**src/rtl/core_pkg.sv**
```systemverilog
package core_pkg;

	//////////////////////////////////////////////////////////////////////
	// Widths
	//////////////////////////////////////////////////////////////////////
	typedef logic [31:0] word_t;        // Data word
	typedef logic [11:0] pc_t;          // Byte address into IMEM
	typedef logic [9:0]  imem_idx_t;    // Word index into IMEM
	typedef logic [9:0]  dm_addr_t;     // Word address into DMEM
	typedef logic [4:0]  reg_idx_t;     // Register number
	typedef logic [3:0]  byte_en_t;     // One bit per byte lane

	localparam int IMEM_DEPTH = 1024;
	localparam int DMEM_DEPTH = 1024;

	// Major opcodes of the kept subset
	localparam logic [6:0] OP_RTYPE  = 7'b0110011;
	localparam logic [6:0] OP_ITYPE  = 7'b0010011;
	localparam logic [6:0] OP_LUI    = 7'b0110111;
	localparam logic [6:0] OP_LOAD   = 7'b0000011;
	localparam logic [6:0] OP_STORE  = 7'b0100011;
	localparam logic [6:0] OP_BRANCH = 7'b1100011;

	localparam word_t NOP_INST = 32'h0000_0013;   // ADDI x0,x0,0

	//////////////////////////////////////////////////////////////////////
	// Enums
	//////////////////////////////////////////////////////////////////////
	typedef enum logic [3:0] {
		ALU_ADD,
		ALU_SUB,
		ALU_AND,
		ALU_OR,
		ALU_XOR,
		ALU_SLT,
		ALU_SLTU,
		ALU_SLL,
		ALU_SRL,
		ALU_SRA,
		ALU_PASS_B     // LUI
	} alu_op_e;

	typedef enum logic {WB_ALU, WB_LOAD} wb_sel_e;

	typedef enum logic [1:0] {FWD_REG, FWD_MEM, FWD_WB} fwd_sel_e;

	//////////////////////////////////////////////////////////////////////
	// Pipeline registers
	//////////////////////////////////////////////////////////////////////
	typedef struct packed {
		logic  valid;
		pc_t   pc;
		word_t inst;
	} if_id_t;

	typedef struct packed {
		logic     valid;
		pc_t      pc;
		reg_idx_t rs1;
		reg_idx_t rs2;
		reg_idx_t rd;
		word_t    op_a;       // rs1 value read in decode
		word_t    op_b;       // rs2 value read in decode
		word_t    imm;
		alu_op_e  alu_op;
		logic     use_imm;
		logic     reg_write;
		logic     mem_read;
		logic     mem_write;
		logic     is_branch;
		logic     branch_ne;  // BNE when set, else BEQ
		wb_sel_e  wb_sel;
	} id_ex_t;

	typedef struct packed {
		logic     valid;
		reg_idx_t rd;
		word_t    alu_res;
		word_t    store_data;
		logic     reg_write;
		logic     mem_read;
		logic     mem_write;
		wb_sel_e  wb_sel;
	} ex_mem_t;

	typedef struct packed {
		logic     valid;
		reg_idx_t rd;
		word_t    wdata;
		logic     reg_write;
	} mem_wb_t;

endpackage

```
**src/rtl/regfile.sv**
```systemverilog
`timescale 1ns/100ps

module regfile (
	input  logic               CLK,
	input  logic               rst_n,
	input  core_pkg::reg_idx_t rs_a,
	input  core_pkg::reg_idx_t rs_b,
	output core_pkg::word_t    rd_a,
	output core_pkg::word_t    rd_b,
	input  core_pkg::mem_wb_t  wb
);
	import core_pkg::*;

	word_t regs [1:31];     // x0 has no storage
	logic  we;

	assign we = wb.valid && wb.reg_write && (wb.rd != '0);

	always_ff @(posedge CLK) begin
		if (!rst_n) begin
			for (int i = 1; i < 32; i++) begin
				regs[i] <= '0;
			end
		end else if (we) begin
			regs[wb.rd] <= wb.wdata;
		end
	end

	// Write-through reads
	assign rd_a = (rs_a == '0) ? '0 : (we && wb.rd == rs_a) ? wb.wdata : regs[rs_a];
	assign rd_b = (rs_b == '0) ? '0 : (we && wb.rd == rs_b) ? wb.wdata : regs[rs_b];

endmodule

```
**config.mk**
```make
export PLATFORM = sky130hd
export DESIGN_NAME = regfile
export DESIGN_NICKNAME = d
export VERILOG_FILES = /design/src/rtl/core_pkg.sv /design/src/rtl/regfile.sv
export SDC_FILE = /design/constraint.sdc
export NUM_CORES = 2
export LEC_CHECK = 0
export BUFFER_PORTS_ARGS = -buffer_cell sky130_fd_sc_hd__buf_2
export CELL_PAD_IN_SITES_DETAIL_PLACEMENT = 0
export CELL_PAD_IN_SITES_GLOBAL_PLACEMENT = 1
export CORE_UTILIZATION = 40
export DETAILED_ROUTE_END_ITERATION = 10
export PLACE_DENSITY = 0.63
export SYNTH_ARGS = -nofsm -noshare
export SYNTH_HDL_FRONTEND = slang
export SYNTH_SLANG_ARGS = --single-unit
```
**constraint.sdc**
```tcl
create_clock -name CLK -period 4.1 [get_ports CLK]
set_input_delay 0 -clock CLK [delete_from_list [all_inputs] [get_ports CLK]]
set_output_delay 0 -clock CLK [all_outputs]
set_load 0.01 [all_outputs]
```
# == Word level (Yosys, flattened, before mapping) ==
# Memory sizes are Yosys's and may differ from the RTL's.
# Index checks and enable logic that the tools add are counted.
# Widths: inputs -> output; s select.
# classes
eq_ne,2
n_mux,11
n_reduce_logical,8
# ops
operator,count
$mux 32,5
$reduce_or 32->1,1
$eq 5x5->1,2
$logic_not 5->1,2
$mux 1,5
$mux 5,1
$reduce_bool 5->1,1
$logic_and 1x1->1,4
# word_totals
regBits,0
ramBits,992
output_inout_bits,64
n_memories,1
# memory_table
name,depth,width,read_ports,rd_clocked_by_memory_dff,wr,line,text
regs,31,32,2,0,31,regfile.sv:14,word_t regs [1:31];

# == Logic depth before layout (Yosys ltp) ==
# depth
depth_word,7
mapped_depth,10
depth_no_buf,5

# == Least setup slack after synthesis ==
# No wires, ideal clock.
# synth_path
path_type,input-to-reg
from,input wb[35] (netlist bit)
to,"memory regs[28][10] (netlist bit), enable pin"
arrival_ns,3.114
setup_slack_ns,0.520
stages,6
cell_sequence,buf_2 -> or3_1 -> buf_2 -> nand3_1 -> clkbuf_1 -> o21ai_0
# synth_lines
element,line,text
start: declaration,regfile.sv:10,input core_pkg::mem_wb_t wb
end: declaration,regfile.sv:14,

# == Worst setup path in the final report ==
# layout_path
from,input rs_a[1]
to,output rd_a[30]
# layout_via
elab_chain_cells,4
# layout_rtl
element,line,text
start: declaration,regfile.sv:6,"input core_pkg::reg_idx_t rs_a,"
"parallel branches: the longest is 3 deep, another holds $mem_v2 31x32",n/a,
$mux 32 (*),regfile.sv:30,assign rd_a = (rs_a == '0) ? '0 : (we && wb.rd == rs_a) ? wb.wdata : regs[rs_a];
end: declaration,regfile.sv:8,"output core_pkg::word_t rd_a,"
# Mark *: on every way between the ends.

==> flow_summary.toml <==
[grt]
grt_start_max_net_pins = 62
grt_overflow = 0
number_of_global_route_vias_before_repair = 36500
track_usage_pct = 31.0
antenna_found_initial = 31
wire_length_of_the_first_global_routing_pass_um = 300000

[finish]
largest_registers = "regs x1024"
design.final.nets = 4004
utilization_pct = 45.9
synthToLayoutAreaGrowth_pct = 13.7
n_fill_cell = 12000
final_cell_count_no_fill = 5856
post_route_cells_drive_above_1_share_pct = 23.8
largest_register_ffs = 1024
largest_register = "regs"

[setup_path]
crit_path_start_kind = "input pin"
cp_max_fo = 43
arrival_ns = 3.40
critical_path_class = "input pin to output port"
worstSetupEndpoint = "rd_a[30]"
cp_data_required_time_ns = 4.10
critical_path.endpoint_type = "output port"
crit_start = "rs_a[1]"

[cts]
post_cts.repair.setup_buffers = 0
clk_pin_slew_worst_paths_ns = 0.06
tritoncts_clock_tree = "built"
holdBufCountCts = 32
cts_max_level = 3
cts_num_sinks = 1024
cts_made_buffers = 117
cts_repair_resize_count = 0
root_buffer = "clkbuf_16"
maximum_clock_path_buffer_count = 3

[drt]
drt_iter0_drc = 5016
via_density_per_instance = 6.34
via_count = 37200
detail_route.drc_violations = 0
avgRoutedWirePerCell_um = 37.4
drtAntennaViolNets = 0
wl_um = 219000
dr_pass1_iterations = 5

[pwr]
cellLeakagePower_nw = 22.1
ir_worst_vdd_mv = 0.369
powerDensity_nw_per_um2 = 411

[run]
max_cap_viol_count = 0

[placement]
numPlacedInstances = 5596
pre_cts_slack_ns = 0.819
io_buffers = 114
final_weighted_congestion_in_routability_driven_placement = 0.867
detailed_placer_s_ending_hpwl_um = 137000

[timing]
grt_setup_unrepaired = "no"
finalSetupViolations = 0
finalMaxSlewViolations = 0
final_min_period_over_clock_period_pct = 82.8
min_period_ns = 3.40
final-hold-violation-count = 0
max-slew-margin-rel_pct = 17.7
finalHoldWorstSlack_ns = 0.191
tightest_slew_ns = 1.23
clock.fmax_mhz = 294
layout_setup_ws_ns = 0.704
setup_total_negative_slack_ns = 0

[synthesis]
synthDistinctLibCells = 58
yosys-top-cells-count = "edfxtp_1, and2_1, mux4_2"
yosys.area.top_type = "edfxtp_1"
yosys.area.top_type_share_pct = 55.3
synth-async-reset-ratio_pct = 0
largest_cells_by_area_after_synthesis = "edfxtp_1, mux4_2, and2_1, mux2i_1, clkbuf_1"
yosys_most_used_dff = "edfxtp_1"
synthCells = 3887
syn_area_per_cell_um2 = 14.3
post-synth-top-count-cell = "edfxtp_1"
yosysSeqAreaShare_pct = 55.3
number_of_storage_elements_in_the_synthesis_netlist = 1024
synth.cell_area_um2 = 55600
yosys_warnings = 0
synth-edff-count = 1024

[floorplan]
ioPinCount = 115
placement_rows = 136
die_y_um = 375
floorplan.core_area_um2 = 138000
die_area_um2 = 141000
floorplan.initialDensity_pct = 40.4
die_w_um = 375

[outcome]
run_status = "completed"

[min_path]
holdCritPathClass = "input pin to register"
report_power, final:
part           leakage (nW)  internal [mW]  total, mW  switching, mW
sequential             9.74           12.1       12.4          0.294
clock                  1.77           5.74       10.2           4.47
combinational          10.6           1.30       3.39           2.08
total                  22.1           19.1       26.0           6.84
critical path: stages:
cell     delay (ns)
buf_8          0.38
buf_4          0.45
or2_2          0.19
or3_1          0.93
buf_4          0.33
o21ai_0        0.15
a21oi_1        0.41
buf_4          0.23
buf_2          0.14
cells by family after synthesis:
logic type             count (synthesis)  share of synthesized area (%)
multiplexers                         723                           21.7
flip-flops                          1024                           55.3
AO/OA/AOI/OAI                        455                           5.91
XOR/XNOR                              10                          0.157
other                                  1                        0.00674
AND/OR/NAND/NOR                     1252                           13.3
buffers and inverters                422                           3.63
final cells by class:
class	count	area [um^2]	share of cell area [%]
Tap cell	1794	2240	3.55
Clock inverter	75	578	0.914
Antenna cell	11	27.5	0.0435
Timing Repair Buffer	336	2960	4.68
Multi-Input combinational cell	2472	23600	37.3
Sequential cell	1024	30700	48.6
Clock buffer	142	3040	4.81
Inverter	2	7.51	0.0119
cells in the final DEF (no fill, tap or decap), types with 45 or more instances in the layout:
cell	n
a211oi_1	62
a21oi_1	68
a22oi_1	45
and2_1	994
buf_12	47
buf_2	105
buf_4	146
clkbuf_16	118
edfxtp_1	1024
mux2_2	54
mux2i_1	293
mux4_2	364
nand2_1	103
per-layer routing:
metal / track usage (%) / share of wire [%]
met4: 11.4 / 4.0
met1: 42.5 / 41
met3: 6.44 / 9.7
met2: 48.4 / 46
met5: 0 / 0.021
worst min path at each step:
stage,endpoint,start,cells after the start,slack (ns)
final,regs[26][31],rst_n,3,0.19
after global routing,regs[26][31],rst_n,3,0.17
after CTS,regs[26][31],rst_n,3,0.12
after detailed placement,regs[0][30],wb[31],1,0.52
after global placement,regs[0][27],wb[28],1,0.53
after floorplan,regs[0][0],wb[1],0,0.1
stage by stage:
| step | cell area (um^2) | total power, mW |
|---|---|---|
| after floorplan | 55700 | 14.4 |
| after global placement | 59300 | 15.9 |
| after detailed placement | 59300 | 15.9 |
| after CTS | 63200 | 26.0 |
| after global routing | 63200 | 26.5 |
| final | 63200 | 26.0 |
No activity file was read; power rests on OpenSTA's default activity.
