<file path="config.mk">
export PLATFORM = sky130hd
export DESIGN_NAME = hazard_unit
export DESIGN_NICKNAME = d
export VERILOG_FILES = /design/src/rtl/core_pkg.sv /design/src/rtl/hazard_unit.sv
export SDC_FILE = /design/constraint.sdc
export NUM_CORES = 1
export LEC_CHECK = 0
export ABC_AREA = 1
export BUFFER_PORTS_ARGS = -buffer_cell sky130_fd_sc_hd__buf_2
export CAP_MARGIN = 20
export CORE_AREA = 10 10 95 97
export DETAILED_ROUTE_END_ITERATION = 8
export DIE_AREA = 0 0 105 107
export GPL_TIMING_DRIVEN = 1
export PLACE_DENSITY_LB_ADDON = 0.08
export SYNTH_ARGS = -nofsm -noshare
export SYNTH_HDL_FRONTEND = slang
export SYNTH_SLANG_ARGS = --single-unit
</file>
<file path="constraint.sdc">
create_clock -name vclk -period 0.8
set_clock_uncertainty 0.15 [all_clocks]
set_input_delay 0.16 -clock vclk [all_inputs]
set_output_delay 0.16 -clock vclk [all_outputs]
set_load 0.005 [all_outputs]
</file>
<file path="src/rtl/core_pkg.sv">
package core_pkg;

	//////////////////////////////////////////////////////////////////////
	// Widths
	//////////////////////////////////////////////////////////////////////
	typedef logic [31:0] word_t;        // Data word
	typedef logic [11:0] pc_t;          // Byte address into IMEM
	typedef logic [9:0]  imem_idx_t;    // Word index into IMEM
	typedef logic [9:0]  dm_addr_t;     // Word address into DMEM
	typedef logic [4:0]  reg_idx_t;     // Register number
	typedef logic [3:0]  byte_en_t;     // One bit per byte lane

	localparam int IMEM_DEPTH = 1024;
	localparam int DMEM_DEPTH = 1024;

	// Major opcodes of the kept subset
	localparam logic [6:0] OP_RTYPE  = 7'b0110011;
	localparam logic [6:0] OP_ITYPE  = 7'b0010011;
	localparam logic [6:0] OP_LUI    = 7'b0110111;
	localparam logic [6:0] OP_LOAD   = 7'b0000011;
	localparam logic [6:0] OP_STORE  = 7'b0100011;
	localparam logic [6:0] OP_BRANCH = 7'b1100011;

	localparam word_t NOP_INST = 32'h0000_0013;   // ADDI x0,x0,0

	//////////////////////////////////////////////////////////////////////
	// Enums
	//////////////////////////////////////////////////////////////////////
	typedef enum logic [3:0] {
		ALU_ADD,
		ALU_SUB,
		ALU_AND,
		ALU_OR,
		ALU_XOR,
		ALU_SLT,
		ALU_SLTU,
		ALU_SLL,
		ALU_SRL,
		ALU_SRA,
		ALU_PASS_B     // LUI
	} alu_op_e;

	typedef enum logic {WB_ALU, WB_LOAD} wb_sel_e;

	typedef enum logic [1:0] {FWD_REG, FWD_MEM, FWD_WB} fwd_sel_e;

	//////////////////////////////////////////////////////////////////////
	// Pipeline registers
	//////////////////////////////////////////////////////////////////////
	typedef struct packed {
		logic  valid;
		pc_t   pc;
		word_t inst;
	} if_id_t;

	typedef struct packed {
		logic     valid;
		pc_t      pc;
		reg_idx_t rs1;
		reg_idx_t rs2;
		reg_idx_t rd;
		word_t    op_a;       // rs1 value read in decode
		word_t    op_b;       // rs2 value read in decode
		word_t    imm;
		alu_op_e  alu_op;
		logic     use_imm;
		logic     reg_write;
		logic     mem_read;
		logic     mem_write;
		logic     is_branch;
		logic     branch_ne;  // BNE when set, else BEQ
		wb_sel_e  wb_sel;
	} id_ex_t;

	typedef struct packed {
		logic     valid;
		reg_idx_t rd;
		word_t    alu_res;
		word_t    store_data;
		logic     reg_write;
		logic     mem_read;
		logic     mem_write;
		wb_sel_e  wb_sel;
	} ex_mem_t;

	typedef struct packed {
		logic     valid;
		reg_idx_t rd;
		word_t    wdata;
		logic     reg_write;
	} mem_wb_t;

endpackage

</file>
<file path="src/rtl/hazard_unit.sv">
`timescale 1ns/100ps

module hazard_unit (
	input  core_pkg::id_ex_t   id_ex,
	input  core_pkg::ex_mem_t  ex_mem,
	input  core_pkg::mem_wb_t  mem_wb,
	input  core_pkg::reg_idx_t rs_a,      // Decode sources
	input  core_pkg::reg_idx_t rs_b,
	input  logic               branch_taken,
	output core_pkg::fwd_sel_e fwd_a,
	output core_pkg::fwd_sel_e fwd_b,
	output logic               stall,
	output logic               flush
);
	import core_pkg::*;

	logic mem_hit_ok;   // Memory stage result usable
	logic wb_hit_ok;
	logic load_in_ex;

	// Youngest producer first
	function automatic fwd_sel_e fwd_src(reg_idx_t rs, logic mem_ok, reg_idx_t mem_rd,
		logic wb_ok, reg_idx_t wb_rd);
		if (rs == '0) begin
			return FWD_REG;                 // x0 never forwarded
		end else if (mem_ok && mem_rd == rs) begin
			return FWD_MEM;
		end else if (wb_ok && wb_rd == rs) begin
			return FWD_WB;
		end
		return FWD_REG;
	endfunction

	// No forward from a load in memory
	// The load-use bubble keeps its consumer out of execute
	assign mem_hit_ok = ex_mem.valid && ex_mem.reg_write && !ex_mem.mem_read;
	assign wb_hit_ok  = mem_wb.valid && mem_wb.reg_write;

	always_comb begin
		fwd_a = fwd_src(id_ex.rs1, mem_hit_ok, ex_mem.rd, wb_hit_ok, mem_wb.rd);
		fwd_b = fwd_src(id_ex.rs2, mem_hit_ok, ex_mem.rd, wb_hit_ok, mem_wb.rd);
	end

	// Load in execute feeding decode
	assign load_in_ex = id_ex.valid && id_ex.mem_read && (id_ex.rd != '0);
	assign stall      = load_in_ex && (id_ex.rd == rs_a || id_ex.rd == rs_b);

	assign flush = branch_taken;     // Kill decode on redirect

endmodule

</file>
=== Yosys cells after proc, flatten, opt, wreduce, memory -nomap -nowiden ===
Cells that the tools add are included.
W data, S select, Z words.

* Word-level logic and storage cells: 35
* Flip-flop bits (word level): 0
* Input port bits: 259
* Output and inout port bits: 6

* Equal/unequal tests: 6
* Multiplexer cells: 14
* Reduce and logical (&&, ||, !) cells: 15

{| class="wikitable"
|+ Operators by type and width
! operator !! count
|-
| $eq A5 B5 Y1 || 6
|-
| $mux W2 || 8
|-
| $logic_and A1 B1 Y1 || 10
|-
| $logic_not A5 Y1 || 2
|-
| $mux W1 || 6
|-
| $reduce_bool A5 Y1 || 1
|-
| $logic_not A1 Y1 || 1
|-
| $logic_or A1 B1 Y1 || 1
|}

=== Longest topological paths before layout ===
Gate-level depths: netlist (run 1).

* Depth in word-level cells: 6
* Depth in mapped cells: 7

=== Least setup slack after synthesis (run 1) ===
OpenSTA, ideal clock, no wires.

* Path kind: input to output
* From: input port ex_mem[2] (netlist name)
* To: output port fwd_a[0]
* Required time: 0.490 ns
* Setup slack: -0.150 ns
* Data arrival time: 0.640 ns
* Buffers on the path: 0
* Stages on the path: 4
* Cell sequence: nand3b_1 > nor2_1 > nand2_1 > nor3_1

* Longest elaborated chain between the ends: 6

{| class="wikitable"
|+ Ends and longest elaborated chain
! element !! RTL line !! RTL
|-
| from (decl) || hazard_unit.sv:5 || <nowiki>input core_pkg::ex_mem_t ex_mem,</nowiki>
|-
| $logic_not A1 Y1 * || hazard_unit.sv:36 || <nowiki>assign mem_hit_ok = ex_mem.valid && ex_mem.reg_write && !ex_mem.mem_read;</nowiki>
|-
| $logic_and A1 B1 Y1 * || hazard_unit.sv:36 ||
|-
| $logic_and A1 B1 Y1 * || hazard_unit.sv:26 || <nowiki>end else if (mem_ok && mem_rd == rs) begin</nowiki>
|-
| $mux W2 / $mux W1 (equally long branches) || hazard_unit.sv:26 ||
|-
| $mux W2 / $mux W1 (equally long branches) || hazard_unit.sv:24 || <nowiki>if (rs == '0) begin</nowiki>
|-
| $mux W2 * || hazard_unit.sv:31 || <nowiki>return FWD_REG;</nowiki>
|-
| to (decl) || hazard_unit.sv:10 || <nowiki>output core_pkg::fwd_sel_e fwd_a,</nowiki>
|}

Mark *: on every way between the ends. The rest lies on a longest branch, timed or not.

=== Worst setup path in the final report (run 1) ===
* From: input port ex_mem[68] (netlist name)
* To: output port fwd_a[1]

* Longest elaborated chain between the ends: 5

{| class="wikitable"
|+ Ends and longest elaborated chain
! element !! RTL line
|-
| $eq A5 B5 Y1 * || hazard_unit.sv:26
|-
| $logic_and A1 B1 Y1 * || hazard_unit.sv:26
|-
| $mux W2 / $mux W1 (equally long branches) || hazard_unit.sv:26
|-
| $mux W2 / $mux W1 (equally long branches) || hazard_unit.sv:24
|-
| $mux W2 * || hazard_unit.sv:31
|}

Marks and branches as above.

==> summary.md, run 1 <==
| Metric | Value |
|---|---|
| Outcome | complete, but fails checks |
| Failing checks | setup timing |
| LEAKAGE | around 0.61 nW |
| Worst path arrival time | between 0.9 and 1 ns |
| Syn. warnings | 0 |
| Synth Instances | between 100 and 150 |
| Storage element area | 0 um2 |
| N_diodes | 0 |
| Grt total ovfl | 0 |
| Layout cells sized above 1 | 48.9% |
| Slew @ Worst Pin | roughly 0.18 ns |
| DR pass1 iterations | 3 |
| Port Buffers | 47 |
| Drt total wl | around 3000 um |
| Fin worst setup slack | -0.481 ns |
| Total Power | roughly 0.50 mW |
| Core Rows | 31 |
| Most used cell, CP | nor2_1 |
| Core ar. | 7140 um2 |
| Vias | a little under 900 |
| Mapped Area | 568 um2 |
| Vias in the first global route | between 900 and 1000 |
| Critical Path Source | ex_mem[68] |
| Register area share after synthesis | 0% |
| Area contributors post-synth | nand2_1 26%, nor2_1 15%, inv_1 11% |
| Util after Layout | between 10% and 20% |
| First-pass GRT wire length | around 4700 um |
| Placed Cells incl. Taps | 275 |
| Max Freq | between 700 and 800 MHz |
| Power per cell area | approximately 430 nW/um2 |
| Critical Path Slowest Stage Cell | nor2_1 |
| CP bufs+invs | 2 |
| Max Slew Vio Count | 0 |
| Cts hold-fix bufs | 0 |
| CP Capture Type | output pin |
| Syn avg cell area | 4.62 um2 |
| Hpwl dp | 2820 um |
| Setup bufs post-CTS | 0 |
| Max-cap viol count | 0 |
| Largest net degree at the start of global routing | 6 |
| Critical path class | primary input to output pin |
| CP delay by family, top | simple AND/OR/NAND/NOR gates |
| Final hold violation count | 0 |
| Post-Layout Cell Count | approximately 280 |
| Antenna violations before repair | 1 |
| Worst EP required | 0.49 ns |
| Worst setup path endpoint | fwd_a[1] |
| Crit-path max cell delay | approximately 0.15 ns |
| Nets | 437 |
| Synth top area share | between 20% and 30% |
| CP Depth | 7 |
| Final period util | 160% |
| Max_slew headroom | between 80% and 90% |
| # setup viols final | 5 |
| Layout Area Growth over Synthesis | 105% |
| Vias/cell | about 3.2 |
| Die height | about 110 um |
| DRC | 0 |
| Clock period minus final worst setup slack | between 1 and 1.5 ns |
| Type of origin of the critical path | primary input |
| Final ANT Viol Nets | 0 |
| Seq_cells | 0 |
| Synth area leader | nand2_1 |
| Min-delay worst type | primary input to output pin |
| Die area | between 10000 and 15000 um2 |
| Initial drt markers | 19 |
| Top post-synthesis cells by count | 40 x nand2_1, 22 x nor2_1, 16 x inv_1 |
| Initial Util | approximately 8% |
| Crit-path cells | buf_4, xor2_1, nor2_1, nand2_1, nor2_1, nor2_2, buf_2 |
| Worst-path fanout max | 3 |
| DR WL/cell | ~11 um |
| RSZ-0062 raised after global routing | yes |
| Max VDD drop | between 100 and 150 uV |
| GP Congestion | about 0.7 |
| Hold_ws | around 0.17 ns |
| Num ports | 265 |
| Most instantiated library cell after synthesis | nand2_1 |
| GRT Total Usage | between 5 and 6% |
| Layout clock buffer count | 0 |
| Fill count | roughly 860 |
| Die Wd | between 100 and 150 um |
| Syn nets | between 300 and 400 |
| Unique masters post-synth | 19 |
power breakdown:
part / total, mW / leakage [nW] / switching [mW] / internal (mW)
registers: 0 / 0 / 0 / 0
logic: 0.501 / 0.613 / 0.247 / 0.253
clock network: 0 / 0 / 0 / 0
kinds of logic after synthesis:
| logic type | share of synthesized area [%] |
|---|---|
| buffers and inverters | 17.2 |
| AO/OA/AOI/OAI | 5.95 |
| AND/OR/NAND/NOR | 59.9 |
| XOR/XNOR | 17.0 |
per-stage QoR:
stage,area (um2),worst slack (ns),TNS (ns)
2_1_floorplan,603,-0.121,-0.527
3_3_place_gp,1010,-0.535,-2.51
3_5_place_dp,1010,-0.534,-2.46
4_1_cts,1060,-0.490,-2.29
5_1_grt,1170,-0.558,-2.60
6_report,1170,-0.481,-2.14
layout make-up:
type	instances	area (um2)	area share [%]
multi-input combinational	98	577	49.5
timing repair buffer	54	373	32.0
tap	99	124	10.6
inverter	24	92.6	7.94
worst min path at each step:
stage,startpoint,to,cells past startpoint
after global placement,branch_taken,flush,0
after global routing,branch_taken,flush,0
after detailed placement,branch_taken,flush,0
after CTS,branch_taken,flush,0
final,branch_taken,flush,0
after floorplan,branch_taken,flush,1
layer usage:
metal	global-route usage [%]	up-vias	share of wire, %
met2	9.08	35	44
li1	-	478	-
met3	2.63	2	11
met1	5.45	362	44
met5	0	-	0.43
met4	0	2	0
layout by cell type, fill, tap and decap left out, types with 2 or more instances in the layout:
master	count
a21oi_2	3
nand3_2	2
buf_2	31
buf_8	2
nor3_2	2
nand4_1	2
inv_2	8
nor2_2	4
nor2_1	17
xnor2_2	3
xor2_1	5
inv_1	14
nand2_1	34
buf_6	8
nand3_1	8
o21ai_1	2
xnor2_1	3
buf_4	13
nand2_2	5
repair_timing:
| item | in CTS | in global routing |
|---|---|---|
| pin swaps | 10 | 16 |
| gates resized for setup | 15 | 29 |
| setup endpoints to repair | 5 | 5 |
| endpoints found under the hold margin | 0 | 0 |
No activity file was read; power rests on OpenSTA's default activity.
==> inputs of run 2 (changes only) <==
- PLACE_DENSITY_LB_ADDON: 0.08 -> 0.05
- REMOVE_ABC_BUFFERS: unset -> 1
==> run 2 against run 1 <==
- the run still ends with setup timing left
- total power fell by 3.0%
- worst setup slack improved by 0.061 ns
- via count grew 1.0%
- sequential share of layout area unchanged
- routed wire length up 2.5%
- critical path type unchanged
==> summary.md, run 2 (synthesis gave the netlist of run 1 again) <==
| Metric | Value |
|---|---|
| Layout clock buffer count | 0 (unchanged) |
| Min-delay worst type | primary input to output pin |
| Drt total wl | 3070 um (+2.5%) |
| CP delay by family, top | simple AND/OR/NAND/NOR gates |
| Grt total ovfl | 0 (unchanged) |
| Core Rows | 31 (unchanged) |
| Antenna violations before repair | 1 (unchanged) |
| Outcome | complete, but fails checks |
| Port Buffers | 47 (unchanged) |
| Vias | 888 (+1.0%) |
| First-pass GRT wire length | 4820 um (+2.6%) |
| Max VDD drop | 101 uV (-21%) |
| Crit-path cells | buf_2, inv_2, nand2_1, o21ai_2, nor2_1, nand2_1, nor2_1, nor2_1, buf_2 |
| Num ports | 265 (unchanged) |
| Fill count | 867 (+0.93%) |
| Post-Layout Cell Count | 275 (unchanged) |
| Hold_ws | 0.170 ns (+0.0000840 ns) |
| Core ar. | 7140 um2 (unchanged) |
| Total Power | 0.485 mW (-3.0%) |
| Storage element area | 0 um2 (unchanged) |
| Worst EP required | 0.49 ns (about the same) |
| DR pass1 iterations | 4 (+1) |
| Die height | 107 um (unchanged) |
| Max_slew headroom | 88.1% (+0.34 points) |
| Die area | 11200 um2 (unchanged) |
| Commonest non-fill, non-tap cell in the layout | nand2_1 |
| CP bufs+invs | 3 (+1) |
| DRC | 0 (unchanged) |
| Max Slew Vio Count | 0 (unchanged) |
| Initial drt markers | 17 (-2) |
| Clock period minus final worst setup slack | 1.22 ns (-0.0613 ns) |
| Type of origin of the critical path | primary input |
| CP Depth | 9 (+2) |
| Hold path depth | 0 (unchanged) |
| Vias in the first global route | 992 (+0.40%) |
| CP Capture Type | output pin |
| Final hold violation count | 0 (unchanged) |
| Seq_cells | 0 (unchanged) |
| Cts hold-fix bufs | 0 (unchanged) |
| Max-cap viol count | 0 (unchanged) |
| N_diodes | 0 (unchanged) |
| Failing checks | setup timing |
| Hpwl dp | 2890 um (+2.6%) |
| Max Freq | 820 MHz (+5.0%) |
| Final period util | 153% (-7.7 points) |
| Layout Area Growth over Synthesis | 101% |
| Most used cell, CP | nor2_1 |
| Critical Path Slowest Stage Cell | buf_2 |
| GP Congestion | 0.741 (+8.4%) |
| DR WL/cell | 11.2 um (+2.5%) |
| Die Wd | 105 um (unchanged) |
| Post-placement setup slack | -0.485 ns (+0.0485 ns) |
| # setup viols final | 5 (unchanged) |
| Worst path arrival time | 0.91 ns (-0.06 ns) |
| Largest net degree at the start of global routing | 6 (unchanged) |
| RSZ-0062 raised after global routing | yes |
| Nets | 437 (unchanged) |
| Placed Cells incl. Taps | 274 (-0.36%) |
| GRT Total Usage | 5.16% (+0.12 points) |
| Commonest cells after routing, fill and taps aside | 36 x nand2_1, 34 x buf_2, 17 x nor2_1, 13 x inv_1, 10 x buf_4 |
| Power per cell area | 425 nW/um2 (-1.0%) |
| Critical path class | primary input to output pin |
| Util after Layout | 16.0% (-0.33 points) |
| Initial Util | 7.96% (unchanged) |
| Crit-path max cell delay | 0.13 ns (-0.02 ns) |
| Layout cells sized above 1 | 49.4% (+0.57 points) |
| Final ANT Viol Nets | 0 (unchanged) |
| Worst-path fanout max | 3 (unchanged) |
| Vias/cell | 3.23 (+1.0%) |
| Fin worst setup slack | -0.420 ns (+0.0613 ns) |
| LEAKAGE | 0.602 nW (-1.7%) |
| Slew @ Worst Pin | 0.177 ns (-0.00513 ns) |
## run 2: cell count changes in the layout (fill, tap and decap cells not counted), sizes merged
cell and change:
clkbuf +1, buf -1
## run 2: routing by layer
metal | GRT usage [%] | vias to the layer above | routed length, um
met2 | 9.30 | 28 | 1480
met3 | 2.22 | 0 | 306
li1 | - | 480 | -
met4 | 0 | 0 | 0
met5 | 0 | - | 0
met1 | 5.87 | 380 | 1280
## run 2: cell type report
type	instances	area (um2)	area share [%]
inverters	24	95.1	8.32
well taps	99	124	10.8
repair buffers	54	362	31.7
multi-input cells	98	562	49.2
## run 2: repair_timing
action	in CTS	in global routing
endpoints found under the setup margin	5	5
buffers inserted	0	1
resized for setup	29	18
pin swaps	14	16
## run 2: where the power goes
group | internal [mW] | switching, mW | total (mW)
sequential | 0 | 0 | 0
combinational | 0.245 | 0.241 | 0.485
clock | 0 | 0 | 0
## run 2: worst paths after layout
check,start,to,slack (ns)
min,branch_taken,flush,0.17
max,ex_mem[70],fwd_b[1],-0.42
## run 2: stage by stage
stage          TNS [ns]  cell area (um2)
2_1_floorplan    -0.617              561
3_3_place_gp      -2.32              965
3_5_place_dp      -2.28              965
4_1_cts           -2.08             1070
5_1_grt           -2.39             1140
6_report          -1.98             1140
==> inputs of run 3 (changes only) <==
==> constraint.sdc (replaced) <==
create_clock -name vclk -period 0.8
set_clock_uncertainty 0.15 [all_clocks]
set_input_delay 0.16 -clock vclk [all_inputs]
set_output_delay 0.16 -clock vclk [all_outputs]
set_load 0.02 [all_outputs]
==> run 3 against run 2 <==
- the flow still finishes with violations (setup timing)
- maximum frequency decreased by 3.7%
- largest cell class unchanged
- highest routed layer is now met4
- combinational power grew 7.8%
- final cell count down 0.36%
- worst setup slack got worse by 0.047 ns
- global-route usage hardly changed
- critical path depth fell by 3
- routed wire length rose by 0.62%
- cell area increased by 6.6%
- flip-flop and latch count did not move
==> summary.md, run 3 (synthesis gave the netlist of run 1 again) <==
| Metric | Value |
|---|---|
| Drt total wl | 3090 um (+0.62%) |
| Initial drt markers | 34 (+17) |
| Die area | 11200 um2 (unchanged) |
| RSZ-0062 raised after global routing | yes |
| Type of origin of the critical path | primary input |
| Layout Area Growth over Synthesis | 114% |
| Max Slew Vio Count | 0 (unchanged) |
| Gate power share | 100.0% (about the same) |
| Setup bufs post-CTS | 0 (unchanged) |
| Grt total ovfl | 0 (unchanged) |
| Commonest non-fill, non-tap cell in the layout | nand2_1 |
| CP Capture Type | output pin |
| P_sw | 0.254 mW (+5.7%) |
| CP bufs+invs | 2 (-1) |
| Seq_cells | 0 (unchanged) |
| Vias/cell | 3.23 (about the same) |
| Seq pwr share | 0% (unchanged) |
| Fill count | 871 (+0.46%) |
| Final ANT Viol Nets | 0 (unchanged) |
| Hpwl dp | 2860 um (-1.2%) |
| Crit-path max cell delay | 0.18 ns (+0.05 ns) |
| Final period util | 158% (+5.9 points) |
| Port Buffers | 47 (unchanged) |
| Util after Layout | 17.1% (+1.1 points) |
| Final hold violation count | 0 (unchanged) |
| Max_slew headroom | 88.5% (+0.32 points) |
| Antenna violations before repair | 0 (-1) |
| LEAKAGE | 0.609 nW (+1.1%) |
| First-pass GRT wire length | 4830 um (+0.29%) |
| GP Congestion | 0.741 (about the same) |
| # setup viols final | 5 (unchanged) |
| DRC | 0 (unchanged) |
| Storage element area | 0 um2 (unchanged) |
| Clock period minus final worst setup slack | 1.27 ns (+0.0472 ns) |
| Die height | 107 um (unchanged) |
| Power per cell area | 430 nW/um2 (+1.1%) |
| GRT Total Usage | 5.15% (-0.011 points) |
| Hold_sp | branch_taken |
| Layout cells sized above 1 | 51.7% (+2.3 points) |
| Clock Power Share | 0% (unchanged) |
| CP Depth | 6 (-3) |
| Initial Util | 7.96% (unchanged) |
| Worst path arrival time | 0.96 ns (+0.05 ns) |
| Hold Path End | flush |
| Fin worst setup slack | -0.467 ns (-0.0472 ns) |
| Cell internal pwr | 0.268 mW (+9.8%) |
| Failing checks | setup timing |
| Commonest cells after routing, fill and taps aside | 32 x nand2_1, 25 x buf_2, 16 x nor2_1, 16 x buf_6, 13 x inv_1 |
| Num ports | 265 (unchanged) |
| Critical Path Slowest Stage Cell | nor3_2 |
| Min-delay worst type | primary input to output pin |
| Core ar. | 7140 um2 (unchanged) |
| DR WL/cell | 11.3 um (+0.99%) |
| DR pass1 iterations | 4 (unchanged) |
| Core Rows | 31 (unchanged) |
| Max Freq | 789 MHz (-3.7%) |
| Vias in the first global route | 978 (-1.4%) |
| Cts hold-fix bufs | 0 (unchanged) |
| Worst-path fanout max | 4 (+1) |
| Hold path depth | 0 (unchanged) |
| Hold_ws | 0.170 ns (+0.000189 ns) |
| Crit-path cells | buf_6, xor2_1, nor2_1, nand2_2, nor3_2, buf_4 |
| Slew @ Worst Pin | 0.172 ns (-0.00473 ns) |
| Sw Ratio | 48.7% (-0.94 points) |
| Worst EP required | 0.49 ns (about the same) |
| Critical path class | primary input to output pin |
| Outcome | complete, but fails checks |
| Vias | 884 (-0.45%) |
| CP delay by family, top | simple AND/OR/NAND/NOR gates |
| Max-cap viol count | 0 (unchanged) |
| Layout clock buffer count | 0 (unchanged) |
| Max VDD drop | 85.2 uV (-16%) |
| Nets | 435 (-0.46%) |
| Largest net degree at the start of global routing | 6 (unchanged) |
| Die Wd | 105 um (unchanged) |
==> run 3: how the worst max path moves through the flow <==
stage,end,start,slack [ns]
floorplan,fwd_a[0],ex_mem[2],-0.45
global placement,fwd_a[0],id_ex[119],-0.53
detailed placement,fwd_b[1],mem_wb[38],-0.52
CTS,fwd_a[0],ex_mem[2],-0.48
global route,fwd_b[1],ex_mem[2],-0.55
finish,fwd_a[0],id_ex[118],-0.47
==> run 3: power groups by stage <==
stage / combinational [mW] / clock [mW] / sequential, mW
after floorplan: 0.185 / 0 / 0
after CTS: 0.499 / 0 / 0
after global routing: 0.587 / 0 / 0
after detailed placement: 0.399 / 0 / 0
final: 0.523 / 0.000000167 / 0
after global placement: 0.402 / 0 / 0
==> run 3: timing repair <==
| item | CTS | global route |
|---|---|---|
| cloned | 0 | 0 |
| hold endpoints to repair | 0 | 0 |
| endpoints found under the setup margin | 5 | 5 |
| gates resized for setup | 56 | 18 |
| pin swaps | 32 | 11 |
==> run 3: stage by stage <==
| stage | setup WS (ns) | power [mW] | TNS, ns | instance area [um2] | cells |
|---|---|---|---|---|---|
| floorplan | -0.448 | 0.185 | -1.57 | 561 | 122 |
| global placement | -0.529 | 0.402 | -2.52 | 957 | 273 |
| detailed placement | -0.525 | 0.399 | -2.49 | 957 | 273 |
| CTS | -0.476 | 0.499 | -2.26 | 1160 | 273 |
| global route | -0.554 | 0.587 | -2.55 | 1210 | 273 |
| finish | -0.467 | 0.523 | -2.16 | 1220 | 274 |
==> run 3: routing by layer <==
layer | part of all wire, % | routed length (um) | GRT usage, %
met4 | 1.0 | 31 | 0.490
met5 | 0 | 0 | 0
met1 | 38 | 1190 | 5.49
met3 | 12 | 365 | 2.51
met2 | 49 | 1500 | 9.30
==> run 3: layout make-up <==
| class | instances | area, um2 | area share, % |
|---|---|---|---|
| inverter | 24 | 97.6 | 8.02 |
| multi-input combinational | 98 | 586 | 48.1 |
| timing repair buffer | 52 | 408 | 33.5 |
| tap | 99 | 124 | 10.2 |
| antenna | 1 | 2.50 | 0.206 |
