[src/rtl/core_pkg.sv]
package core_pkg;

	//////////////////////////////////////////////////////////////////////
	// Widths
	//////////////////////////////////////////////////////////////////////
	typedef logic [31:0] word_t;        // Data word
	typedef logic [11:0] pc_t;          // Byte address into IMEM
	typedef logic [9:0]  imem_idx_t;    // Word index into IMEM
	typedef logic [9:0]  dm_addr_t;     // Word address into DMEM
	typedef logic [4:0]  reg_idx_t;     // Register number
	typedef logic [3:0]  byte_en_t;     // One bit per byte lane

	localparam int IMEM_DEPTH = 1024;
	localparam int DMEM_DEPTH = 1024;

	// Major opcodes of the kept subset
	localparam logic [6:0] OP_RTYPE  = 7'b0110011;
	localparam logic [6:0] OP_ITYPE  = 7'b0010011;
	localparam logic [6:0] OP_LUI    = 7'b0110111;
	localparam logic [6:0] OP_LOAD   = 7'b0000011;
	localparam logic [6:0] OP_STORE  = 7'b0100011;
	localparam logic [6:0] OP_BRANCH = 7'b1100011;

	localparam word_t NOP_INST = 32'h0000_0013;   // ADDI x0,x0,0

	//////////////////////////////////////////////////////////////////////
	// Enums
	//////////////////////////////////////////////////////////////////////
	typedef enum logic [3:0] {
		ALU_ADD,
		ALU_SUB,
		ALU_AND,
		ALU_OR,
		ALU_XOR,
		ALU_SLT,
		ALU_SLTU,
		ALU_SLL,
		ALU_SRL,
		ALU_SRA,
		ALU_PASS_B     // LUI
	} alu_op_e;

	typedef enum logic {WB_ALU, WB_LOAD} wb_sel_e;

	typedef enum logic [1:0] {FWD_REG, FWD_MEM, FWD_WB} fwd_sel_e;

	//////////////////////////////////////////////////////////////////////
	// Pipeline registers
	//////////////////////////////////////////////////////////////////////
	typedef struct packed {
		logic  valid;
		pc_t   pc;
		word_t inst;
	} if_id_t;

	typedef struct packed {
		logic     valid;
		pc_t      pc;
		reg_idx_t rs1;
		reg_idx_t rs2;
		reg_idx_t rd;
		word_t    op_a;       // rs1 value read in decode
		word_t    op_b;       // rs2 value read in decode
		word_t    imm;
		alu_op_e  alu_op;
		logic     use_imm;
		logic     reg_write;
		logic     mem_read;
		logic     mem_write;
		logic     is_branch;
		logic     branch_ne;  // BNE when set, else BEQ
		wb_sel_e  wb_sel;
	} id_ex_t;

	typedef struct packed {
		logic     valid;
		reg_idx_t rd;
		word_t    alu_res;
		word_t    store_data;
		logic     reg_write;
		logic     mem_read;
		logic     mem_write;
		wb_sel_e  wb_sel;
	} ex_mem_t;

	typedef struct packed {
		logic     valid;
		reg_idx_t rd;
		word_t    wdata;
		logic     reg_write;
	} mem_wb_t;

endpackage

[src/rtl/decode_stage.sv]
`timescale 1ns/100ps

module decode_stage (
	input  logic               CLK,
	input  logic               rst_n,
	input  core_pkg::if_id_t   if_id,
	input  logic               stall,
	input  logic               flush,
	input  core_pkg::word_t    rd_a,
	input  core_pkg::word_t    rd_b,
	output core_pkg::reg_idx_t rs_a,
	output core_pkg::reg_idx_t rs_b,
	output core_pkg::id_ex_t   id_ex
);
	import core_pkg::*;

	logic [6:0] opcode;
	logic [2:0] funct3;
	logic       funct7_alt;     // Bit 30 picks SUB and SRA
	word_t      imm_i;
	word_t      imm_s;
	word_t      imm_b;
	word_t      imm_u;
	id_ex_t     dec;            // Next ID/EX value
	logic       known;

	// ALU op from funct3, shared by R-type and I-type
	function automatic alu_op_e arith_op(logic [2:0] f3, logic alt, logic is_reg);
		case (f3)
			3'b000:  return (is_reg && alt) ? ALU_SUB : ALU_ADD;
			3'b001:  return ALU_SLL;
			3'b010:  return ALU_SLT;
			3'b011:  return ALU_SLTU;
			3'b100:  return ALU_XOR;
			3'b101:  return alt ? ALU_SRA : ALU_SRL;
			3'b110:  return ALU_OR;
			default: return ALU_AND;
		endcase
	endfunction

	// Field split
	assign opcode     = if_id.inst[6:0];
	assign funct3     = if_id.inst[14:12];
	assign funct7_alt = if_id.inst[30];
	assign rs_a       = if_id.inst[19:15];
	assign rs_b       = if_id.inst[24:20];

	// Immediates, sign extended from bit 31
	assign imm_i = {{20{if_id.inst[31]}}, if_id.inst[31:20]};
	assign imm_s = {{20{if_id.inst[31]}}, if_id.inst[31:25], if_id.inst[11:7]};
	assign imm_b = {{19{if_id.inst[31]}}, if_id.inst[31], if_id.inst[7],
		if_id.inst[30:25], if_id.inst[11:8], 1'b0};
	assign imm_u = {if_id.inst[31:12], 12'b0};

	always_comb begin
		dec        = '0;
		known      = 1'b1;
		dec.valid  = if_id.valid;
		dec.pc     = if_id.pc;
		dec.rs1    = rs_a;
		dec.rs2    = rs_b;
		dec.rd     = if_id.inst[11:7];
		dec.op_a   = rd_a;
		dec.op_b   = rd_b;          // Also the store data
		dec.alu_op = ALU_ADD;
		dec.wb_sel = WB_ALU;
		case (opcode)
			OP_RTYPE: begin
				dec.alu_op    = arith_op(funct3, funct7_alt, 1'b1);
				dec.reg_write = 1'b1;
			end
			OP_ITYPE: begin
				dec.alu_op    = arith_op(funct3, funct7_alt, 1'b0);
				dec.imm       = imm_i;    // Shamt sits in the low bits
				dec.use_imm   = 1'b1;
				dec.reg_write = 1'b1;
			end
			OP_LUI: begin
				dec.alu_op    = ALU_PASS_B;
				dec.imm       = imm_u;
				dec.use_imm   = 1'b1;
				dec.reg_write = 1'b1;
			end
			OP_LOAD: begin
				known         = (funct3 == 3'b010);   // LW only
				dec.imm       = imm_i;
				dec.use_imm   = 1'b1;
				dec.reg_write = 1'b1;
				dec.mem_read  = 1'b1;
				dec.wb_sel    = WB_LOAD;
			end
			OP_STORE: begin
				known         = (funct3 == 3'b010);   // SW only
				dec.imm       = imm_s;
				dec.use_imm   = 1'b1;
				dec.mem_write = 1'b1;
			end
			OP_BRANCH: begin
				known         = (funct3[2:1] == 2'b00);  // BEQ and BNE
				dec.imm       = imm_b;
				dec.is_branch = 1'b1;
				dec.branch_ne = funct3[0];
			end
			default: known = 1'b0;
		endcase
	end

	// ID/EX register
	always_ff @(posedge CLK) begin
		if (!rst_n) begin
			id_ex <= '0;
		end else if (stall || flush || !known || !if_id.valid) begin
			id_ex <= '0;            // Bubble
		end else begin
			id_ex <= dec;
		end
	end

endmodule

[config.mk]
export PLATFORM = sky130hd
export DESIGN_NAME = decode_stage
export DESIGN_NICKNAME = d
export VERILOG_FILES = /design/src/rtl/core_pkg.sv /design/src/rtl/decode_stage.sv
export SDC_FILE = /design/constraint.sdc
export NUM_CORES = 1
export LEC_CHECK = 0
export BUFFER_PORTS_ARGS = -buffer_cell sky130_fd_sc_hd__buf_2
export CORE_ASPECT_RATIO = 1.1
export CORE_MARGIN = 2
export CORE_UTILIZATION = 40
export CTS_CLUSTER_SIZE = 12
export DETAILED_ROUTE_END_ITERATION = 16
export PLACE_DENSITY_LB_ADDON = 0.25
export SYNTH_ARGS = -nofsm -noshare
export SYNTH_HDL_FRONTEND = slang
export SYNTH_SLANG_ARGS = --single-unit
[constraint.sdc]
create_clock -name CLK -period 2.68 [get_ports CLK]
set_clock_uncertainty 0.1 [all_clocks]
set_input_delay 0.536 -clock CLK [delete_from_list [all_inputs] [get_ports CLK]]
set_output_delay 0.536 -clock CLK [all_outputs]
set_load 0.02 [all_outputs]
# ---- Yosys cells after proc, flatten, opt, wreduce, memory -nomap -nowiden
# Index checks and enable logic that the tools add are counted.
dict set report totals {
  reg_bits 134
  output_inout_bits 145
}
dict set report op_classes {
  muxes 12
  reduce_logical 14
  n_bitwise 2
  eq_ne 12
}
# op n
set op_table {}
lappend op_table {{32-bit case mux with 4 select lines} 1}
lappend op_table {{4-bit case mux with 7 select lines} 2}
lappend op_table {{7-bit by 6-bit == test with 1-bit output (second input constant)} 3}
lappend op_table {{4-bit case mux with 3 select lines} 1}
lappend op_table {{3-bit == test (second input constant)} 3}
lappend op_table {{4-bit OR reduction} 2}
lappend op_table {{7-bit by 2-bit == test with 1-bit output (second input constant)} 1}
lappend op_table {{7-bit by 5-bit == test with 1-bit output (second input constant)} 1}
lappend op_table {{7-bit == test (second input constant)} 1}
lappend op_table {{3-bit by 2-bit == test with 1-bit output (second input constant)} 2}
lappend op_table {{1-bit two-way mux} 6}
lappend op_table {{2-bit OR reduction} 3}
lappend op_table {{3-bit OR reduction} 2}
lappend op_table {{3-bit by 1-bit == test with 1-bit output (second input constant)} 1}
lappend op_table {{3-bit logical NOT} 1}
lappend op_table {{1-bit logical OR} 3}
lappend op_table {{1-bit case mux with 3 select lines} 1}
lappend op_table {{1-bit logical NOT} 2}
lappend op_table {{2-bit logical NOT} 1}
lappend op_table {{2-bit two-way mux} 1}
lappend op_table {{1-bit inverter} 2}

# ---- Depth between registers and ports, before layout
# Gate-level depths: netlist of the first run.
dict set report depth {
  word_depth 7
  depth_mapped 7
}

# ---- Worst setup path after synthesis of the first run
# OpenSTA, ideal clock, no wires.
dict set report synth_timing {
  kind {input port to flip-flop}
  startpoint {in if_id[6] (netlist name)}
  endpoint {reg id_ex[31] (netlist name)}
  arrival_ns 1.763
  path_slack_ns 0.744
  required_time_ns 2.507
  stages 7
  setup_ns 0.073
  path_cell_list {buf_2 > and3b_1 > nor2_1 > or4_1 > buf_2 > buf_6 > nor3_2}
}
dict set report synth_via {
  elab_chain_len 7
  word_cells_on_any_way 15
  cone_classes {eq/ne (6); mux (2); reduce/logical (7)}
}
# item line
set synth_rtl {}
lappend synth_rtl {{from (decl)} decode_stage.sv:6} ;# input core_pkg::if_id_t if_id,
lappend synth_rtl {{7-bit by 6-bit == test with 1-bit output, or another cell as far along} decode_stage.sv:67} ;# case (opcode)
lappend synth_rtl {{3-bit OR reduction (no line) or 2-bit OR reduction (tied branches)} n/a}
lappend synth_rtl {{1-bit case mux with 3 select lines} decode_stage.sv:67}
lappend synth_rtl {{1-bit logical NOT} decode_stage.sv:112} ;# end else if (stall || flush || !known || !if_id.valid) begin
lappend synth_rtl {{1-bit logical OR (2 in series)} decode_stage.sv:112}
lappend synth_rtl {{2-bit OR reduction (no line)} n/a}
lappend synth_rtl {{to (signal assigned)} decode_stage.sv:111} ;# id_ex <= '0;
lappend synth_rtl {{to (signal assigned)} decode_stage.sv:113} ;# id_ex <= '0;
lappend synth_rtl {{to (signal assigned)} decode_stage.sv:115} ;# id_ex <= dec;
lappend synth_rtl {{to (decl)} decode_stage.sv:13} ;# output core_pkg::id_ex_t id_ex
# Parallel ways exist; a longest one is shown, timed or not.
# A chain may end at the register's enable or synchronous reset.

# ---- Worst setup path in the final report of the first run
dict set report layout_timing {
  startpoint {in if_id[6] (netlist name)}
  endpoint {reg id_ex[45] (netlist name)}
}
dict set report layout_via {
  elab_chain_len 7
  word_cells_on_any_way 13
  cone_classes {eq/ne (6); mux (1); reduce/logical (6)}
}
# item line
set layout_rtl {}
lappend layout_rtl {{7-bit by 6-bit == test with 1-bit output, or another cell as far along} decode_stage.sv:67}
lappend layout_rtl {{3-bit OR reduction (no line) or 2-bit OR reduction (tied branches)} n/a}
lappend layout_rtl {{1-bit case mux with 3 select lines (*)} decode_stage.sv:67}
lappend layout_rtl {{1-bit logical NOT (*)} decode_stage.sv:112}
lappend layout_rtl {{1-bit logical OR (*) (2 in series)} decode_stage.sv:112}
lappend layout_rtl {{2-bit OR reduction (no line) (*)} n/a}
# Every way passes the cells marked *; elsewhere a longest branch is shown, timed or not.

==> impl_metrics.py, run 1 <==
metrics = {
    "place": {
        "place_ws_ns": 0.148,
        "finalWeightedCongestion": 0.779,
        "hpwl_um": 8630,
        "io_buffers": 257,
    },
    "global_route": {
        "grt_pass1_wl_um": 18000,
        "grt_start_max_net_pins": 64,
        "first_global_vias": 3611,
        "grt-ovfl-total": 0,
        "grt_antenna_before_repair": 3,
        "grt.total_usage": 0.205,
    },
    "yosys": {
        "synth_top_area_frac": 0.629,
        "yosysSeqAreaShare": 0.629,
        "syn_avg_cell_area_um2": 11.0,
        "yosysUniqueCellTypes": 42,
        "synth.most_common_cell": "dfxtp_1",
        "synth.ff_latch_count": 134,
        "synthDominantAreaCellType": "dfxtp_1",
        "ys_top_cells_by_area": "dfxtp_1 (63%), and3_1 (14%), a21oi_1 (2.7%), nor3_2 (2.3%), buf_4 (2.1%)",
        "ys_top_cells_by_count": "dfxtp_1 (134), and3_1 (97), a21oi_1 (23)",
        "syn_nets": 501,
        "syn_inst": 388,
        "synthArstFlopShare": 0,
        "synth-main-ff-cell": "dfxtp_1",
        "yosysWarnings": 0,
        "syn_area_um2": 4270,
        "synth_edf_count": 0,
    },
    "finish": {
        "reg.largest.list": "id_ex x134",
        "nNetsFinal": 739,
        "largest_reg_flops": 134,
        "postLayoutCoreUtil": 0.596,
        "regMostFlops": "id_ex",
        "fillers": 886,
        "drive_gt1_frac": 0.489,
        "areaGrowthSynthToFinish_pct": 45.2,
    },
    "drt": {
        "drt-initial-drc-count": 79,
        "wirelength_um": 12000,
        "drc": 0,
        "via_per_inst": 4.72,
        "num_vias": 3703,
        "drt-pass1-iter-count": 5,
        "final_antenna_net_count": 0,
        "wl_per_cell_um": 15.2,
    },
    "floorplanning": {
        "fp.dieH_um": 112,
        "rows": 39,
        "core_um2": 10400,
        "die_area_um2": 11500,
        "io_pins": 258,
        "die_x_um": 102,
        "start_util": 0.410,
    },
    "power_and_ir_drop": {
        "peakVddDrop_v": 0.000376,
        "p_leak_uw": 0.00342,
        "power_density_nw_per_um2": 732,
    },
    "timing": {
        "setup_viol": 0,
        "maxSlewViolCount": 0,
        "finalHoldViolCount": 0,
        "timing.fmax_ghz": 0.471,
        "fin_tns_setup_ns": 0,
        "period_needed_ns": 2.12,
        "layout_setup_ws_ns": 0.559,
        "rsz0062_at_grt": "no",
        "fin_crit_sh": 0.791,
        "relSlewSlack": 0.493,
        "worstMarginPinSlew_ns": 0.761,
    },
    "worst_hold_path": {
        "hold_start": "rd_b[15]",
        "min_to": "id_ex[58]",
        "hp-class": "primary input to flip-flop",
        "worstHoldPathCells": 2,
    },
    "critical_path": {
        "critical_path_class": "primary input to flip-flop",
        "cp_max_fo": 63,
        "worstSetupStartpointType": "primary input",
        "cp-end-kind": "flip-flop",
        "cp.arrival_ns": 2.36,
        "cp.required_ns": 2.92,
    },
    "clock_network": {
        "post_cts_buffers": 0,
        "clk_pin_slew_ns": 0.06,
        "cts_tree": "built",
        "cts_resized": 0,
        "clock_sinks": 134,
        "cts_hold_buf": 0,
        "cts-buffers-inserted": 17,
        "max-clock-path-buffers": 2,
        "htreeDepth": 4,
        "root_buffer": "clkbuf_16",
    },
    "run": {
        "max_cap_viol_count": 0,
    },
    "run_status": {
        "status": "finished, final reports clean",
    },
}
[power breakdown]
| group | internal [µW] | switching [µW] | total (µW) | leakage (µW) |
|---|---|---|---|---|
| logic | 90.8 | 106 | 197 | 0.00205 |
| clock network | 1500 | 841 | 2350 | 0.000287 |
| registers | 1990 | 0.362 | 1990 | 0.00108 |
[routing by layer]
layer,global-route usage,up-vias,share of wire
met4,0.0844,0,0.021
li1,-,1823,-
met5,0,-,0
met3,0.0909,23,0.11
met1,0.229,1675,0.40
met2,0.337,182,0.48
[cell usage in the layout, fill, tap and decap left out, types with 2 or more instances in the layout]
cell type and n:
bufinv_16 3, buf_2 257, nand2_1 2, o21ai_0 2
a21oi_1 23, nor3b_1 2, a31oi_1 4, nand2b_1 2
clkinv_2 3, buf_4 6, nor2_1 15, clkinvlp_4 4
nor3_2 10, and2_1 4, clkbuf_16 17, dfxtp_1 134
nor3_1 16, a22oi_1 4, and3_1 97, diode_2 3
or3_1 2, nor2b_1 4, clkbuf_8 2, o21a_1 2
[metrics by stage]
step	hold slack [ns]	cells	total power, µW	instance area, µm²
3_3_place_gp	0.659	750	2230	5580
3_5_place_dp	0.662	750	2230	5580
5_1_grt	0.232	781	4690	6190
2_1_floorplan	0.582	388	2130	4270
4_1_cts	0.232	781	4580	6190
6_report	0.248	784	4540	6190
[worst max path at each step]
stage                  to  startpoint  cells after the start  slack, ns
6_report        id_ex[45]    if_id[6]                      6       0.56
5_1_grt         id_ex[45]    if_id[6]                      6       0.40
2_1_floorplan   id_ex[31]    if_id[6]                      7       0.74
4_1_cts         id_ex[45]    if_id[6]                      6       0.57
3_3_place_gp   id_ex[116]    if_id[3]                      6       0.30
3_5_place_dp    id_ex[45]    if_id[6]                      6       0.15
[logic make-up after synthesis]
| kind of cell | synth area share |
|---|---|
| AOI/OAI and AO/OA | 0.0575 |
| buffers and inverters | 0.0566 |
| and+or+nand+nor | 0.250 |
| xor gates and xnor gates | 0.00205 |
| DFF | 0.629 |
| muxes | 0.00499 |
[worst max-delay path, stage by stage]
cell and delay [ns]:
buf_2 0.20, nor3b_2 0.24, a31oi_1 0.21, o22ai_4 0.62, buf_12 0.30, and3_1 0.21
[layout make-up]
cell class | count | area (µm²) | share of cell area
inverter | 1 | 3.75 | 0.000606
clock buffer | 19 | 453 | 0.0731
timing repair buffer | 264 | 1350 | 0.218
multi-input combinational | 208 | 1370 | 0.220
clock inverter | 12 | 153 | 0.0246
tap | 143 | 179 | 0.0289
antenna | 3 | 7.51 | 0.00121
sequential | 134 | 2680 | 0.433
Note: power is estimated with default switching activity, not from simulation.
==> run 2, diff against run 1 <==
- CORE_UTILIZATION: 40 -> 38
- clock period: 2.68 -> 1.9 ns (I/O delays scaled with it)
==> impl_metrics.py, run 2 (same netlist as run 1, synthesis figures left out) <==
metrics = {
    "floorplanning": {
        "rows": 40,
        "core_um2": 10900,
        "start_util": 0.391,
        "die_area_um2": 12100,
        "io_pins": 258,
        "fp.dieH_um": 115,
        "die_x_um": 105,
    },
    "global_route": {
        "grt_antenna_before_repair": 0,
        "grt_pass1_wl_um": 18500,
        "grt-ovfl-total": 0,
        "first_global_vias": 3591,
        "grt_start_max_net_pins": 56,
        "grt.total_usage": 0.197,
    },
    "timing": {
        "relSlewSlack": 0.687,
        "period_needed_ns": 1.53,
        "maxSlewViolCount": 0,
        "fin_crit_sh": 0.803,
        "rsz0062_at_grt": "no",
        "timing.fmax_ghz": 0.655,
        "worstMarginPinSlew_ns": 0.469,
        "layout_setup_ws_ns": 0.374,
        "setup_viol": 0,
        "finalHoldViolCount": 0,
    },
    "power_and_ir_drop": {
        "peakVddDrop_v": 0.000466,
        "power_density_nw_per_um2": 1000,
        "p_leak_uw": 0.00349,
    },
    "worst_hold_path": {
        "hp-class": "primary input to flip-flop",
    },
    "finish": {
        "reg.largest.list": "id_ex x134",
        "postLayoutCoreUtil": 0.580,
        "largest_reg_flops": 134,
        "nNetsFinal": 752,
        "drive_gt1_frac": 0.499,
        "layout_commonest_cell": "buf_2",
        "insertedDiodeCount": 0,
        "regMostFlops": "id_ex",
        "mostFrequentLayoutCells": "buf_2 (257), dfxtp_1 (134), and3_1 (97), a21oi_1 (23), clkbuf_16 (17)",
        "areaGrowthSynthToFinish_pct": 48.2,
    },
    "critical_path": {
        "crit_start": "stall",
        "cp.arrival_ns": 1.75,
        "critical_path_class": "primary input to flip-flop",
        "critPathCapture": "id_ex[26]",
        "cp.required_ns": 2.12,
        "worstSetupStartpointType": "primary input",
        "cp-end-kind": "flip-flop",
        "cp_max_fo": 18,
    },
    "drt": {
        "final_antenna_net_count": 0,
        "num_vias": 3700,
        "drt-initial-drc-count": 163,
        "wirelength_um": 12000,
        "drt-pass1-iter-count": 4,
        "drc": 0,
        "wl_per_cell_um": 15.1,
        "via_per_inst": 4.64,
    },
    "place": {
        "hpwl_um": 8850,
        "io_buffers": 257,
        "place_ws_ns": -0.0598,
        "finalWeightedCongestion": 0.796,
    },
    "clock_network": {
        "clock_sinks": 134,
        "cts_tree": "built",
        "cts_hold_buf": 0,
        "post_cts_buffers": 0,
        "htreeDepth": 4,
        "cts_resized": 0,
        "root_buffer": "clkbuf_16",
        "max-clock-path-buffers": 2,
        "cts-buffers-inserted": 17,
        "clk_pin_slew_ns": 0.06,
    },
    "run": {
        "max_cap_viol_count": 0,
    },
    "run_status": {
        "status": "finished, final reports clean",
    },
}
run 2: critical path, cell delays in order:
cell and delay, ns:
buf_2 0.10, nand4bb_4 0.25, or4_1 0.55, buf_4 0.24
nor3_1 0.21
run 2: stage by stage:
step	std cells	instance area, µm²	TNS (ns)	total power (µW)	hold slack, ns
after floorplan	388	4270	0	3000	0.426
after global placement	767	5730	-0.000648	3170	0.504
after detailed placement	767	5730	-0.144	3170	0.507
after CTS	798	6320	0	6400	0.0747
after global routing	798	6320	0	6570	0.0773
final	798	6320	0	6340	0.0961
run 2: power by group:
part,total (µW),switching (µW),internal (µW),leakage (µW)
logic,299,154,145,0.00213
registers,2810,0.544,2810,0.00108
clock network,3230,1200,2030,0.000284
total,6340,1350,4990,0.00349
run 2: worst min path at each step:
stage	start	to	slack, ns	cells after the start
global placement	rd_b[10]	id_ex[53]	0.50	2
finish	rd_b[11]	id_ex[54]	0.1	2
detailed placement	rd_b[11]	id_ex[54]	0.51	2
floorplan	rd_a[25]	id_ex[100]	0.43	1
CTS	rd_b[11]	id_ex[54]	0.07	2
global route	if_id[36]	id_ex[126]	0.08	2
run 2: per-layer routing:
metal	up-vias	share of wire	global-route usage
met5	-	0	0
met2	172	0.49	0.335
met3	12	0.080	0.0748
met4	0	0.012	0.0729
li1	1843	-	-
met1	1673	0.42	0.228
run 2: final cells by class:
type | count | area (µm²)
clock inverters | 11 | 124
fillers | 1007 | 4590
inverters | 1 | 3.75
repair buffers | 277 | 1500
flip-flops and latches | 134 | 2680
well taps | 147 | 184
clock buffers | 20 | 467
multi-input cells | 208 | 1370
==> run 3, diff against run 2 <==
- ABC_AREA: not set -> 1
- CORE_UTILIZATION: 38 -> 40
- clock period: 1.9 -> 1.23 ns (I/O delays scaled with it)
==> impl_metrics.py, run 3 <==
metrics = {
    "power_and_ir_drop": {
        "power.internal_uw": 7760,
        "comb_power_share": 0.080,
        "peakVddDrop_v": 0.00104,
        "clockPowerShare": 0.488,
        "p_leak_uw": 0.00436,
        "power_density_nw_per_um2": 1130,
        "p_switching_uw": 2300,
        "switching_share": 0.229,
        "power_frac_seq": 0.432,
    },
    "critical_path": {
        "path_delay_family": "flip-flops",
        "critical_path_class": "flip-flop to output port",
        "cpMaxStageDelayCell": "dfxtp_1",
        "worst-path-buf-inv": 1,
        "worstSetupStartpointType": "flip-flop",
        "cp.arrival_ns": 0.91,
        "cp_max_fo": 1,
        "cp.required_ns": 0.88,
        "path_cells": "buf_4",
        "cp-end-kind": "output port",
        "slowest_delay_ns": 0.34,
    },
    "place": {
        "place_ws_ns": -0.364,
        "finalWeightedCongestion": 0.827,
        "placed_area_um2": 6580,
        "io_buffers": 257,
        "hpwl_um": 9630,
    },
    "drt": {
        "drt-pass1-iter-count": 4,
        "num_vias": 4642,
        "wl_per_cell_um": 16.2,
        "wirelength_um": 17100,
        "via_per_inst": 4.40,
        "drc": 0,
        "final_antenna_net_count": 0,
        "drt-initial-drc-count": 190,
    },
    "clock_network": {
        "cts-buffers-inserted": 17,
        "clock_sinks": 134,
        "max-clock-path-buffers": 2,
        "cts_tree": "built",
        "root_buffer": "clkbuf_16",
        "post_cts_buffers": 0,
        "clk_pin_slew_ns": 0.06,
        "htreeDepth": 4,
    },
    "yosys": {
        "synth-main-ff-cell": "dfxtp_1",
        "syn_nets": 630,
        "yosysWarnings": 0,
        "synthArstFlopShare": 0,
        "ys_top_cells_by_count": "dfxtp_1 (134), inv_1 (109), nor2_1 (93)",
        "synth_top_area_frac": 0.540,
        "ys_top_cells_by_area": "dfxtp_1 (54%), nor2_4 (16%), inv_1 (8.2%), nor2_1 (7.0%), buf_12 (2.8%)",
        "synth.most_common_cell": "dfxtp_1",
        "synth_edf_count": 0,
        "yosysSeqAreaShare": 0.540,
        "syn_area_um2": 4960,
        "synthDominantAreaCellType": "dfxtp_1",
        "syn_inst": 517,
        "synth.ff_latch_count": 134,
        "syn_avg_cell_area_um2": 9.60,
        "yosysUniqueCellTypes": 27,
    },
    "floorplanning": {
        "die_area_um2": 13300,
        "start_util": 0.411,
        "rows": 42,
        "die_x_um": 110,
        "core_um2": 12100,
        "io_pins": 258,
        "fp.dieH_um": 121,
    },
    "global_route": {
        "grt_pass1_wl_um": 23000,
        "grt-ovfl-total": 0,
        "grt.total_usage": 0.228,
        "first_global_vias": 4845,
        "grt_start_max_net_pins": 26,
        "grt_antenna_before_repair": 1,
    },
    "finish": {
        "layout_commonest_cell": "buf_2",
        "regMostFlops": "id_ex",
        "nNetsFinal": 1000,
        "drive_gt1_frac": 0.549,
        "fin_area_um2": 8870,
        "largest_reg_flops": 134,
        "reg.largest.list": "id_ex x134",
        "mostFrequentLayoutCells": "buf_2 (123), inv_1 (106), buf_6 (94), dlygate4sd3_1 (89), nor2_1 (88)",
        "areaGrowthSynthToFinish_pct": 78.7,
    },
    "worst_hold_path": {
        "hp-class": "primary input to flip-flop",
    },
    "timing": {
        "maxSlewViolCount": 0,
        "relSlewSlack": 0.744,
        "finalHoldViolCount": 0,
        "period_needed_ns": 1.26,
        "worstMarginPinSlew_ns": 0.384,
        "fin_crit_sh": 1.02,
        "fin_tns_setup_ns": -0.0294,
        "setup_viol": 2,
        "layout_setup_ws_ns": -0.0268,
        "rsz0062_at_grt": "yes",
        "timing.fmax_ghz": 0.796,
    },
    "run_status": {
        "status": "finished with violations",
        "violations": "negative setup slack",
    },
    "run": {
        "max_cap_viol_count": 0,
    },
}
==> run 3: cell types whose count changed after synthesis, sizes merged, moves of 13 or more <==
cell    previous run  this run
nor3              26         1
nor2              15       164
clkbuf            23         3
and3              97         0
inv                1       112
nand3              1        14
nand2              2        31
==> run 3: layer usage <==
layer,global-route usage,part of all wire
met1,0.219,0.34
met2,0.431,0.55
met3,0.0739,0.079
met4,0.0992,0.033
met5,0,0
==> run 3: what timing repair did <==
item                                    4_1_cts  5_1_grt
hold endpoints to repair                     87        0
endpoints found under the setup margin       95      121
cloned                                        0        1
hold buffers                                 89        0
resized for setup                           124      183
==> run 3: worst min-delay path, stage by stage <==
cell     delay, ns
buf_2         0.10
a21oi_1       0.06
nor2_1        0.08
==> run 3: power by group through the flow <==
stage / registers (µW) / logic [µW] / clock network, µW
5_1_grt: 4340 / 870 / 5140
3_3_place_gp: 4440 / 530 / 0
3_5_place_dp: 4440 / 543 / 0
6_report: 4340 / 810 / 4910
4_1_cts: 4340 / 768 / 4940
2_1_floorplan: 4440 / 266 / 0
==> run 3: kinds of logic after synthesis <==
family | Yosys count | share of synthesized area
DFF | 134 | 0.540
xor gates and xnor gates | 1 | 0.00176
and+or+nand+nor | 213 | 0.283
buffers and inverters | 141 | 0.144
AOI/OAI and AO/OA | 28 | 0.0310
==> run 3: final cells by class <==
type | count | area [µm²]
Inverter | 112 | 428
Tap cell | 154 | 193
Antenna cell | 1 | 2.50
Sequential cell | 134 | 2780
Timing Repair Buffer | 380 | 3230
Fill cell | 760 | 3210
Clock inverter | 10 | 95.1
Clock buffer | 22 | 484
Multi-Input combinational cell | 242 | 1670
==> run 3: path summary, 6_finish.rpt <==
| check | start | to | cells past startpoint |
|---|---|---|---|
| min | if_id[22] | id_ex[13] | 3 |
| max | id_ex[102] | id_ex[102] | 1 |
==> run 3: stage by stage <==
stage | utilization | cells | power, µW | hold WS, ns
floorplan | - | 517 | 4710 | 0.258
global placement | 0.544 | 932 | 4970 | 0.359
detailed placement | 0.544 | 932 | 4980 | 0.367
CTS | 0.692 | 1053 | 10100 | 0.000195
global route | 0.734 | 1055 | 10400 | 0.00847
finish | 0.734 | 1055 | 10100 | 0.00586
